==> src/hdl/mmu_defs.svh <==
// ------------------------------
// widths and sizes shared by the sv32 mmu
// ------------------------------
`ifndef MMU_DEFS_SVH
`define MMU_DEFS_SVH

// virtual address width, sv32
`define MMU_VLEN 32

// physical address width, 34 bits in sv32
`define MMU_PLEN 34

// physical page number width
`define MMU_PPNW 22

// address space identifier width
`define MMU_ASID_W 4

// tlb sizes
// fetch side stays tiny, data side gets a little more reach
`define MMU_ITLB_ENTRIES 2
`define MMU_DTLB_ENTRIES 4

`endif

==> src/hdl/mmu_pkg.sv <==
// ------------------------------
// mmu types: privilege, sv32 pte, exception cause and record
// ------------------------------
`include "mmu_defs.svh"

package mmu_pkg;

  // privilege levels, hypervisor encoding unused
  typedef enum logic [1:0] {
    PRIV_U = 2'd0,
    PRIV_S = 2'd1,
    PRIV_M = 2'd3
  } priv_lvl_e;

  // sv32 leaf pte, msb first
  typedef struct packed {
    logic [`MMU_PPNW-1:0] ppn;
    // reserved for software
    logic [1:0]           rsw;
    logic                 d;
    logic                 a;
    logic                 g;
    logic                 u;
    logic                 x;
    logic                 w;
    logic                 r;
    logic                 v;
  } pte_t;

  // only the page faults this unit can raise
  typedef enum logic [3:0] {
    EXC_NONE             = 4'd0,
    EXC_INSTR_PAGE_FAULT = 4'd12,
    EXC_LOAD_PAGE_FAULT  = 4'd13,
    EXC_STORE_PAGE_FAULT = 4'd15
  } exc_cause_e;

  // tval carries the faulting virtual address
  typedef struct packed {
    exc_cause_e           cause;
    logic [`MMU_VLEN-1:0] tval;
    logic                 valid;
  } exception_t;

endpackage

==> src/hdl/fetch_xlate.sv <==
// ------------------------------
// fetch path translation, same cycle as the request
// ------------------------------
`timescale 1ns/1ps
`include "mmu_defs.svh"

module fetch_xlate (
  input  logic                   enable_translation_i,
  input  mmu_pkg::priv_lvl_e     priv_lvl_i,
  input  logic                   fetch_req_i,
  input  logic [`MMU_VLEN-1:0]   fetch_vaddr_i,
  // itlb result for fetch_vaddr_i
  input  logic                   itlb_hit_i,
  input  mmu_pkg::pte_t          itlb_content_i,
  input  logic                   itlb_is_4m_i,
  output logic                   fetch_valid_o,
  output logic [`MMU_PLEN-1:0]   fetch_paddr_o,
  output mmu_pkg::exception_t    fetch_exception_o,
  output logic                   itlb_miss_o
);

  logic iaccess_err;

  // u pages are off limits to s-mode fetch, and the reverse
  assign iaccess_err = (priv_lvl_i == mmu_pkg::PRIV_U && !itlb_content_i.u)
                    || (priv_lvl_i == mmu_pkg::PRIV_S && itlb_content_i.u);

  always_comb begin : xlate
    // bare mode, zero-extend to 34 bits
    fetch_valid_o = fetch_req_i;
    fetch_paddr_o = {{(`MMU_PLEN - `MMU_VLEN){1'b0}}, fetch_vaddr_i};
    fetch_exception_o.cause = mmu_pkg::EXC_NONE;
    fetch_exception_o.tval  = '0;
    fetch_exception_o.valid = 1'b0;
    if (enable_translation_i) begin
      fetch_valid_o = itlb_hit_i;
      fetch_paddr_o = {itlb_content_i.ppn, fetch_vaddr_i[11:0]};
      // megapage keeps vpn0 from the virtual address
      if (itlb_is_4m_i) begin
        fetch_paddr_o[21:12] = fetch_vaddr_i[21:12];
      end
      if (itlb_hit_i && iaccess_err) begin
        fetch_exception_o.cause = mmu_pkg::EXC_INSTR_PAGE_FAULT;
        fetch_exception_o.tval  = fetch_vaddr_i;
        fetch_exception_o.valid = 1'b1;
      end
    end
  end

  // requester retries after the refill
  assign itlb_miss_o = enable_translation_i && fetch_req_i && !itlb_hit_i;

  // a fault is only meaningful on a delivered fetch of a live request
  always_comb begin : chk_exc
    a_exc_with_valid : assert (!fetch_exception_o.valid || (fetch_valid_o && fetch_req_i))
      else $error("fetch exception without a valid fetch request");
  end

endmodule

==> src/hdl/lsu_xlate.sv <==
// ------------------------------
// load/store translation, result one cycle after the request
// ------------------------------
`timescale 1ns/1ps
`include "mmu_defs.svh"

module lsu_xlate (
  input  logic                   clk_i,
  input  logic                   rst_ni,
  input  logic                   en_ld_st_translation_i,
  input  mmu_pkg::priv_lvl_e     ld_st_priv_lvl_i,
  input  logic                   sum_i,
  // request
  input  logic                   lsu_req_i,
  input  logic [`MMU_VLEN-1:0]   lsu_vaddr_i,
  input  logic                   lsu_is_store_i,
  // dtlb result for lsu_vaddr_i
  input  logic                   dtlb_hit_i,
  input  mmu_pkg::pte_t          dtlb_content_i,
  input  logic                   dtlb_is_4m_i,
  // request cycle
  output logic                   lsu_dtlb_hit_o,
  output logic [`MMU_PPNW-1:0]   lsu_dtlb_ppn_o,
  // result cycle
  output logic                   lsu_valid_o,
  output logic [`MMU_PLEN-1:0]   lsu_paddr_o,
  output mmu_pkg::exception_t    lsu_exception_o,
  output logic                   dtlb_miss_o
);

  logic                 req_q;
  logic                 hit_q;
  logic [`MMU_VLEN-1:0] vaddr_q;
  logic                 is_store_q;
  logic                 is_4m_q;
  mmu_pkg::pte_t        pte_q;
  logic                 daccess_err;

  // ------------------------------
  // request cycle
  // ------------------------------
  // always ready when not translating
  assign lsu_dtlb_hit_o = en_ld_st_translation_i ? dtlb_hit_i : 1'b1;
  assign lsu_dtlb_ppn_o = en_ld_st_translation_i ? dtlb_content_i.ppn
                                                 : {2'b00, lsu_vaddr_i[31:12]};
  assign dtlb_miss_o    = en_ld_st_translation_i && lsu_req_i && !dtlb_hit_i;

  always_ff @(posedge clk_i or negedge rst_ni) begin
    if (!rst_ni) begin
      req_q <= 1'b0;
      hit_q <= 1'b0;
    end else begin
      req_q <= lsu_req_i;
      hit_q <= dtlb_hit_i;
    end
  end

  always_ff @(posedge clk_i) begin
    vaddr_q    <= lsu_vaddr_i;
    is_store_q <= lsu_is_store_i;
    is_4m_q    <= dtlb_is_4m_i;
    pte_q      <= dtlb_content_i;
  end

  // ------------------------------
  // result cycle
  // ------------------------------
  // s-mode needs sum to touch u pages, u-mode needs the u flag
  assign daccess_err = (ld_st_priv_lvl_i == mmu_pkg::PRIV_S && !sum_i && pte_q.u)
                    || (ld_st_priv_lvl_i == mmu_pkg::PRIV_U && !pte_q.u);

  always_comb begin : result
    lsu_valid_o = req_q;
    lsu_paddr_o = {{(`MMU_PLEN - `MMU_VLEN){1'b0}}, vaddr_q};
    lsu_exception_o.cause = mmu_pkg::EXC_NONE;
    lsu_exception_o.tval  = '0;
    lsu_exception_o.valid = 1'b0;
    if (en_ld_st_translation_i) begin
      lsu_valid_o = req_q && hit_q;
      lsu_paddr_o = {pte_q.ppn, vaddr_q[11:0]};
      if (is_4m_q) begin
        lsu_paddr_o[21:12] = vaddr_q[21:12];
      end
      if (req_q && hit_q) begin
        // stores also need w and a set dirty bit
        if (is_store_q && (!pte_q.w || !pte_q.d || daccess_err)) begin
          lsu_exception_o.cause = mmu_pkg::EXC_STORE_PAGE_FAULT;
          lsu_exception_o.tval  = vaddr_q;
          lsu_exception_o.valid = 1'b1;
        end else if (!is_store_q && daccess_err) begin
          lsu_exception_o.cause = mmu_pkg::EXC_LOAD_PAGE_FAULT;
          lsu_exception_o.tval  = vaddr_q;
          lsu_exception_o.valid = 1'b1;
        end
      end
    end
  end

  // result cycle reads the live mode, so it must hold while a request is pending
  a_mode_stable : assert property (@(posedge clk_i) disable iff (!rst_ni)
    req_q |-> $stable(en_ld_st_translation_i));

endmodule

==> src/hdl/mmu_sv32.sv <==
// ------------------------------
// sv32 mmu top: itlb, dtlb, fetch and load/store translation
// ------------------------------
`timescale 1ns/1ps
`include "mmu_defs.svh"

module mmu_sv32 (
  input  logic                   clk_i,
  input  logic                   rst_ni,
  // csr state
  input  logic                   enable_translation_i,
  input  logic                   en_ld_st_translation_i,
  input  mmu_pkg::priv_lvl_e     priv_lvl_i,
  input  mmu_pkg::priv_lvl_e     ld_st_priv_lvl_i,
  input  logic                   sum_i,
  input  logic [`MMU_ASID_W-1:0] asid_i,
  // selective flush, both tlbs
  input  logic                   flush_tlb_i,
  input  logic [`MMU_ASID_W-1:0] flush_asid_i,
  input  logic [`MMU_VLEN-1:0]   flush_vaddr_i,
  // external refill strobe
  input  logic                   refill_i,
  input  logic                   refill_itlb_i,
  input  logic [`MMU_VLEN-1:0]   refill_vaddr_i,
  input  logic [`MMU_ASID_W-1:0] refill_asid_i,
  input  mmu_pkg::pte_t          refill_pte_i,
  input  logic                   refill_is_4m_i,
  // fetch
  input  logic                   fetch_req_i,
  input  logic [`MMU_VLEN-1:0]   fetch_vaddr_i,
  output logic                   fetch_valid_o,
  output logic [`MMU_PLEN-1:0]   fetch_paddr_o,
  output mmu_pkg::exception_t    fetch_exception_o,
  output logic                   itlb_miss_o,
  // load/store
  input  logic                   lsu_req_i,
  input  logic [`MMU_VLEN-1:0]   lsu_vaddr_i,
  input  logic                   lsu_is_store_i,
  output logic                   lsu_dtlb_hit_o,
  output logic [`MMU_PPNW-1:0]   lsu_dtlb_ppn_o,
  output logic                   lsu_valid_o,
  output logic [`MMU_PLEN-1:0]   lsu_paddr_o,
  output mmu_pkg::exception_t    lsu_exception_o,
  output logic                   dtlb_miss_o
);

  logic          itlb_update, dtlb_update;
  logic          itlb_hit, dtlb_hit;
  logic          itlb_is_4m, dtlb_is_4m;
  mmu_pkg::pte_t itlb_content, dtlb_content;

  // refill goes to one tlb only
  assign itlb_update = refill_i && refill_itlb_i;
  assign dtlb_update = refill_i && !refill_itlb_i;

  sv32_tlb #(.ENTRIES(`MMU_ITLB_ENTRIES)) i_itlb (
    .clk_i, .rst_ni,
    .flush_i        (flush_tlb_i),
    .flush_asid_i, .flush_vaddr_i,
    .update_i       (itlb_update),
    .update_vaddr_i (refill_vaddr_i),
    .update_asid_i  (refill_asid_i),
    .update_pte_i   (refill_pte_i),
    .update_is_4m_i (refill_is_4m_i),
    .lu_access_i    (fetch_req_i),
    .lu_asid_i      (asid_i),
    .lu_vaddr_i     (fetch_vaddr_i),
    .lu_hit_o       (itlb_hit),
    .lu_content_o   (itlb_content),
    .lu_is_4m_o     (itlb_is_4m)
  );

  sv32_tlb #(.ENTRIES(`MMU_DTLB_ENTRIES)) i_dtlb (
    .clk_i, .rst_ni,
    .flush_i        (flush_tlb_i),
    .flush_asid_i, .flush_vaddr_i,
    .update_i       (dtlb_update),
    .update_vaddr_i (refill_vaddr_i),
    .update_asid_i  (refill_asid_i),
    .update_pte_i   (refill_pte_i),
    .update_is_4m_i (refill_is_4m_i),
    .lu_access_i    (lsu_req_i),
    .lu_asid_i      (asid_i),
    .lu_vaddr_i     (lsu_vaddr_i),
    .lu_hit_o       (dtlb_hit),
    .lu_content_o   (dtlb_content),
    .lu_is_4m_o     (dtlb_is_4m)
  );

  fetch_xlate i_fetch (
    .enable_translation_i, .priv_lvl_i, .fetch_req_i, .fetch_vaddr_i,
    .itlb_hit_i     (itlb_hit),
    .itlb_content_i (itlb_content),
    .itlb_is_4m_i   (itlb_is_4m),
    .fetch_valid_o, .fetch_paddr_o, .fetch_exception_o, .itlb_miss_o
  );

  lsu_xlate i_lsu (
    .clk_i, .rst_ni, .en_ld_st_translation_i, .ld_st_priv_lvl_i, .sum_i,
    .lsu_req_i, .lsu_vaddr_i, .lsu_is_store_i,
    .dtlb_hit_i     (dtlb_hit),
    .dtlb_content_i (dtlb_content),
    .dtlb_is_4m_i   (dtlb_is_4m),
    .lsu_dtlb_hit_o, .lsu_dtlb_ppn_o, .lsu_valid_o, .lsu_paddr_o,
    .lsu_exception_o, .dtlb_miss_o
  );

endmodule

==> src/hdl/sv32_tlb.sv <==
// ------------------------------
// fully associative sv32 tlb
// lookup, refill with round-robin replacement, selective flush
// ------------------------------
`timescale 1ns/1ps
`include "mmu_defs.svh"

module sv32_tlb #(
  parameter int unsigned ENTRIES = 4
) (
  input  logic                   clk_i,
  input  logic                   rst_ni,
  // sfence.vma style flush
  input  logic                   flush_i,
  input  logic [`MMU_ASID_W-1:0] flush_asid_i,
  input  logic [`MMU_VLEN-1:0]   flush_vaddr_i,
  // refill
  input  logic                   update_i,
  input  logic [`MMU_VLEN-1:0]   update_vaddr_i,
  input  logic [`MMU_ASID_W-1:0] update_asid_i,
  input  mmu_pkg::pte_t          update_pte_i,
  input  logic                   update_is_4m_i,
  // lookup
  input  logic                   lu_access_i,
  input  logic [`MMU_ASID_W-1:0] lu_asid_i,
  input  logic [`MMU_VLEN-1:0]   lu_vaddr_i,
  output logic                   lu_hit_o,
  output mmu_pkg::pte_t          lu_content_o,
  output logic                   lu_is_4m_o
);

  localparam int unsigned IDX_W = (ENTRIES > 1) ? $clog2(ENTRIES) : 1;

  // tag and payload arrays
  logic [9:0]             vpn1_q    [ENTRIES];
  logic [9:0]             vpn0_q    [ENTRIES];
  logic [`MMU_ASID_W-1:0] asid_q    [ENTRIES];
  logic                   is_4m_q   [ENTRIES];
  logic                   glob_q    [ENTRIES];
  mmu_pkg::pte_t          content_q [ENTRIES];

  logic [ENTRIES-1:0] valid_q, valid_d;
  logic [ENTRIES-1:0] hit_vec;
  logic [ENTRIES-1:0] flush_vec;
  logic [IDX_W-1:0]   rr_q, rr_next;
  logic [IDX_W-1:0]   repl_idx;
  logic               all_valid;

  // ------------------------------
  // lookup
  // ------------------------------
  always_comb begin : lookup
    lu_content_o = '0;
    lu_is_4m_o   = 1'b0;
    for (int i = 0; i < ENTRIES; i++) begin
      // asid ignored for global pages, vpn0 ignored for megapages
      hit_vec[i] = lu_access_i && valid_q[i]
                   && (asid_q[i] == lu_asid_i || glob_q[i])
                   && vpn1_q[i] == lu_vaddr_i[31:22]
                   && (is_4m_q[i] || vpn0_q[i] == lu_vaddr_i[21:12]);
      if (hit_vec[i]) begin
        lu_content_o = content_q[i];
        lu_is_4m_o   = is_4m_q[i];
      end
    end
  end

  assign lu_hit_o = |hit_vec;

  // ------------------------------
  // flush select
  // ------------------------------
  always_comb begin : flush_sel
    logic va_match;
    logic asid_match;
    for (int i = 0; i < ENTRIES; i++) begin
      va_match   = vpn1_q[i] == flush_vaddr_i[31:22]
                   && (is_4m_q[i] || vpn0_q[i] == flush_vaddr_i[21:12]);
      asid_match = asid_q[i] == flush_asid_i;
      if (flush_asid_i == '0 && flush_vaddr_i == '0) begin
        flush_vec[i] = 1'b1;
      end else if (flush_asid_i == '0) begin
        // address only, globals go too
        flush_vec[i] = va_match;
      end else if (flush_vaddr_i == '0) begin
        flush_vec[i] = !glob_q[i] && asid_match;
      end else begin
        flush_vec[i] = !glob_q[i] && asid_match && va_match;
      end
    end
  end

  // ------------------------------
  // replacement
  // ------------------------------
  // first free slot wins, round-robin victim when full
  always_comb begin : victim
    logic found;
    found    = 1'b0;
    repl_idx = rr_q;
    for (int i = 0; i < ENTRIES; i++) begin
      if (!found && !valid_q[i]) begin
        repl_idx = IDX_W'(i);
        found    = 1'b1;
      end
    end
  end

  assign all_valid = &valid_q;
  assign rr_next   = (rr_q == IDX_W'(ENTRIES - 1)) ? '0 : rr_q + 1'b1;

  // refill lands after the flush of the same cycle
  always_comb begin : valid_next
    valid_d = valid_q;
    if (flush_i) begin
      valid_d = valid_d & ~flush_vec;
    end
    if (update_i) begin
      valid_d[repl_idx] = 1'b1;
    end
  end

  always_ff @(posedge clk_i or negedge rst_ni) begin
    if (!rst_ni) begin
      valid_q <= '0;
      rr_q    <= '0;
    end else begin
      valid_q <= valid_d;
      // pointer only moves when a valid entry is evicted
      if (update_i && all_valid) begin
        rr_q <= rr_next;
      end
    end
  end

  always_ff @(posedge clk_i) begin
    if (update_i) begin
      vpn1_q[repl_idx]    <= update_vaddr_i[31:22];
      vpn0_q[repl_idx]    <= update_vaddr_i[21:12];
      asid_q[repl_idx]    <= update_asid_i;
      is_4m_q[repl_idx]   <= update_is_4m_i;
      glob_q[repl_idx]    <= update_pte_i.g;
      content_q[repl_idx] <= update_pte_i;
    end
  end

  // duplicate tags would mean the refill source broke the miss protocol
  a_single_hit : assert property (@(posedge clk_i) disable iff (!rst_ni)
    lu_access_i |-> $onehot0(hit_vec));

endmodule

==> config.mk <==
export PLATFORM = sky130hd
export DESIGN_NAME = mmu_sv32
export DESIGN_NICKNAME = d
export VERILOG_FILES = /design/src/hdl/mmu_pkg.sv /design/src/hdl/fetch_xlate.sv /design/src/hdl/lsu_xlate.sv /design/src/hdl/mmu_sv32.sv /design/src/hdl/sv32_tlb.sv
export VERILOG_INCLUDE_DIRS = /design/src /design/src/hdl
export SDC_FILE = /design/constraint.sdc
export NUM_CORES = 1
export LEC_CHECK = 0
export BUFFER_PORTS_ARGS = -buffer_cell sky130_fd_sc_hd__buf_2
export CAP_MARGIN = 20
export CELL_PAD_IN_SITES_DETAIL_PLACEMENT = 2
export CELL_PAD_IN_SITES_GLOBAL_PLACEMENT = 2
export CORE_AREA = 2 2 210 212
export CTS_CLUSTER_SIZE = 14
export DETAILED_ROUTE_END_ITERATION = 16
export DIE_AREA = 0 0 212 214
export MAX_ROUTING_LAYER = met4
export PLACE_DENSITY = 0.95
export SYNTH_ARGS = -nofsm -noshare
export SYNTH_HDL_FRONTEND = slang
export SYNTH_SLANG_ARGS = --single-unit
export TNS_END_PERCENT = 100
==> constraint.sdc <==
create_clock -name clk_i -period 10.4 [get_ports clk_i]
set_input_delay 2.08 -clock clk_i [delete_from_list [all_inputs] [get_ports clk_i]]
set_output_delay 2.08 -clock clk_i [all_outputs]
set_load 0.005 [all_outputs]
==> results.ini <==
[grt]
grt_pass1_vias = 13900
grt_usage = 0.303
grt_max_degree = 51
overflow = 0
antenna_found_initial = 4
grt_pass1_wl_um = 96900

[power_and_ir_drop]
p_leak_nw = 7.61
peakVddDrop_uv = 111
p_total_mw = 4.00
power_density_nw_per_um2 = 195

[timing]
fin_tns_setup_ps = 0
worst_slew_pin_slew_ps = 1010
fin_crit_sh = 0.759
min_period_ps = 7890
relSlewSlack = 0.317
setup_viol = 0
hold_viol_final = 0
slew_violations = 0
fmax_mhz = 127
skew_ps = 22.9
rsz0062_at_grt = no

[floorplan]
dieWidth_um = 212
row_count = 76
die_y_um = 214
ios = 357
initial_core_util = 0.399
die_area_um2 = 45400
core_um2 = 42900

[detailed_routing]
vias_per_cell = 5.63
postRouteAntennaNets = 0
drtIter0Drc = 1069
first_pass_iters = 5
routedWlPerCell_um = 30.6
wirelength_um = 67500
vias = 12400
drc = 0

[synth]
synth-seq-cells = 372
synthDistinctLibCells = 58
async_flop_share = 0.0296
yosysWarnings = 0
syn_area_um2 = 17100
synthCells = 1305
synth-main-ff-cell = edfxtp_1
yosysSeqAreaShare = 0.615
synth_edf_count = 302
avgSynthCellArea_um2 = 13.1

[worst_setup_path]
critPathArrivalTime_ps = 5810
path_max_fanout = 22
critPathLaunchType = primary input
r2r_setup_slack_ps = 7370
end_kind = output pin
cp_common_cell = buf_2
required_ps = 8320
critPathSlowestCell = xnor2_2
path_buf_inv = 3
reg2reg_from = i_dtlb.vpn0_q[0][6]
cp_top_family = simple AND/OR/NAND/NOR gates
critPathMaxStageDelay_ps = 830
path_cells = buf_2, xor2_1, nor4_1, a41oi_1, nor4b_1, mux2i_1, xnor2_2, buf_4, nor3b_1, buf_2
worstSetupPathType = primary input to output pin
reg2reg_depth = 6
r2r_end = i_lsu.pte_q[14]

[clock_tree]
htree_levels = 2
cts_resized = 0
cts_tree = built
clockRootBuffer = clkbuf_16
cts.sink_count = 372
hold_buffers = 0
path_clk_slew_ps = 50
cts_setup_buffers = 0
cts_made_buffers = 42
insertion_delay_ps = 570
clockBufferDepth = 3

[place]
port_buffers = 336
gp_congestion = 0.887
dp_hpwl_um = 46600

[finish]
fin_util = 0.479
drive_gt1_frac = 0.300
nets = 1773
areaGrowthSynthToFinish_pct = 20.0

[run]
drv_cap = 0

[hold_path]
hold-path-endpoint = i_lsu.pte_q[26]
hold-path-cell-count = 2
hold_start = i_dtlb.content_q[3][26]
hold_class = flip-flop to flip-flop

[run_status]
status = complete, no violations

## per-stage QoR
| stage | instances | area [µm²] | hold slack, ps | setup slack [ps] |
|---|---|---|---|---|
| 3_3_place_gp | 2124 | 19100 | 444 | 2950 |
| 5_1_grt | 2207 | 20500 | 502 | 2390 |
| 6_report | 2208 | 20500 | 478 | 2510 |
| 2_1_floorplan | 1306 | 17100 | 434 | 4130 |
| 4_1_cts | 2202 | 20500 | 479 | 2580 |
| 3_5_place_dp | 2124 | 19100 | 465 | 2530 |
## sequential cells by signal, indices dropped and copies added (netlist names), 20 cells and up
register / flops
i_dtlb.content_q: 104
i_dtlb.vpn0_q: 40
i_dtlb.vpn1_q: 40
i_itlb.content_q: 48
i_itlb.vpn0_q: 20
i_itlb.vpn1_q: 20
i_lsu.pte_q: 25
i_lsu.vaddr_q: 32
## cells in the final DEF (no fill, tap or decap), types with 6 or more instances in the layout
cell       instances
xor2_1           161
dfrtp_1           11
clkbuf_1          12
nand3_1           16
nor3b_1           32
buf_4             15
nand3b_1          11
a41oi_1           13
inv_1             10
xnor2_1          128
a21oi_1           14
dfxtp_1           59
buf_2            336
a221o_1           11
nor2_1            46
clkbuf_8          10
clkbuf_16         44
o22ai_2            6
nand4_1           18
mux2_2            41
a31oi_1           21
mux2i_1           12
edfxtp_1         302
o211ai_1          17
o21ai_0           25
nor3_1            12
nor2b_1           37
and2_1             6
nand2_1           75
nor4_1            51
## power breakdown
part | switching [mW] | internal (mW) | leakage (nW) | total, mW
sequential | 0.107 | 1.82 | 3.36 | 1.92
clock | 0.636 | 0.901 | 0.689 | 1.54
combinational | 0.365 | 0.178 | 3.57 | 0.542
## cells by family after synthesis
logic type | synth area share
buffers and inverters | 0.0385
and+or+nand+nor | 0.103
AOI/OAI and AO/OA | 0.0599
adders and majority gates | 0.000731
DFF | 0.615
xor gates and xnor gates | 0.148
other | 0.000219
muxes | 0.0340
## cell type report
class                      instances  area [µm²]
antenna                            5        12.5
clock buffer                      66        1280
clock inverter                    12         128
fill                            4199       22300
inverter                          10        37.5
multi-input combinational        806        6020
sequential                       372       10500
tap                              585         732
timing repair buffer             352        1810
## worst max path at each step
stage	end	slack [ps]	start	cells past startpoint
3_5_place_dp	fetch_exception_o[18]	2530	fetch_vaddr_i[19]	10
2_1_floorplan	lsu_dtlb_ppn_o[13]	4130	lsu_vaddr_i[26]	10
6_report	fetch_exception_o[18]	2510	fetch_vaddr_i[19]	10
3_3_place_gp	fetch_exception_o[19]	2950	fetch_vaddr_i[19]	10
5_1_grt	fetch_exception_o[17]	2390	fetch_vaddr_i[19]	10
4_1_cts	fetch_exception_o[18]	2580	fetch_vaddr_i[19]	10
## worst reg2reg max path, delay by kind of cell, from the launching register on
family	cells	cell delay, ps
AOI/OAI and AO/OA	3	1080
and+or+nand+nor	2	1230
DFF	1	430
xor gates and xnor gates	1	170
## synth_stat cells, types with 12 or more instances
master	number	area [µm²]
a21oi_1	14	70.1
xnor2_1	129	1130
mux2i_1	12	120
nand3_1	16	80.1
a41oi_1	13	114
o21ai_0	25	125
nor2b_1	38	238
edfxtp_1	302	9070
nor3b_1	32	240
dfxtp_1	59	1180
nand2_1	75	282
xor2_1	161	1410
clkbuf_1	57	214
nand4_1	18	113
nor4_1	52	325
mux2_2	41	462
buf_2	22	110
a31oi_1	21	131
o211ai_1	17	128
nor3_1	13	65.1
nor2_1	51	191
buf_4	32	240
## routing by layer
metal  up-vias  wire length, µm  GRT usage
met1      6468            26100      0.353
met2       569            35400      0.531
met4         0             2260      0.112
li1       5252                -          -
met3       132             3710     0.0380
met5         -                0          -
(Power assumes the default switching activity.)
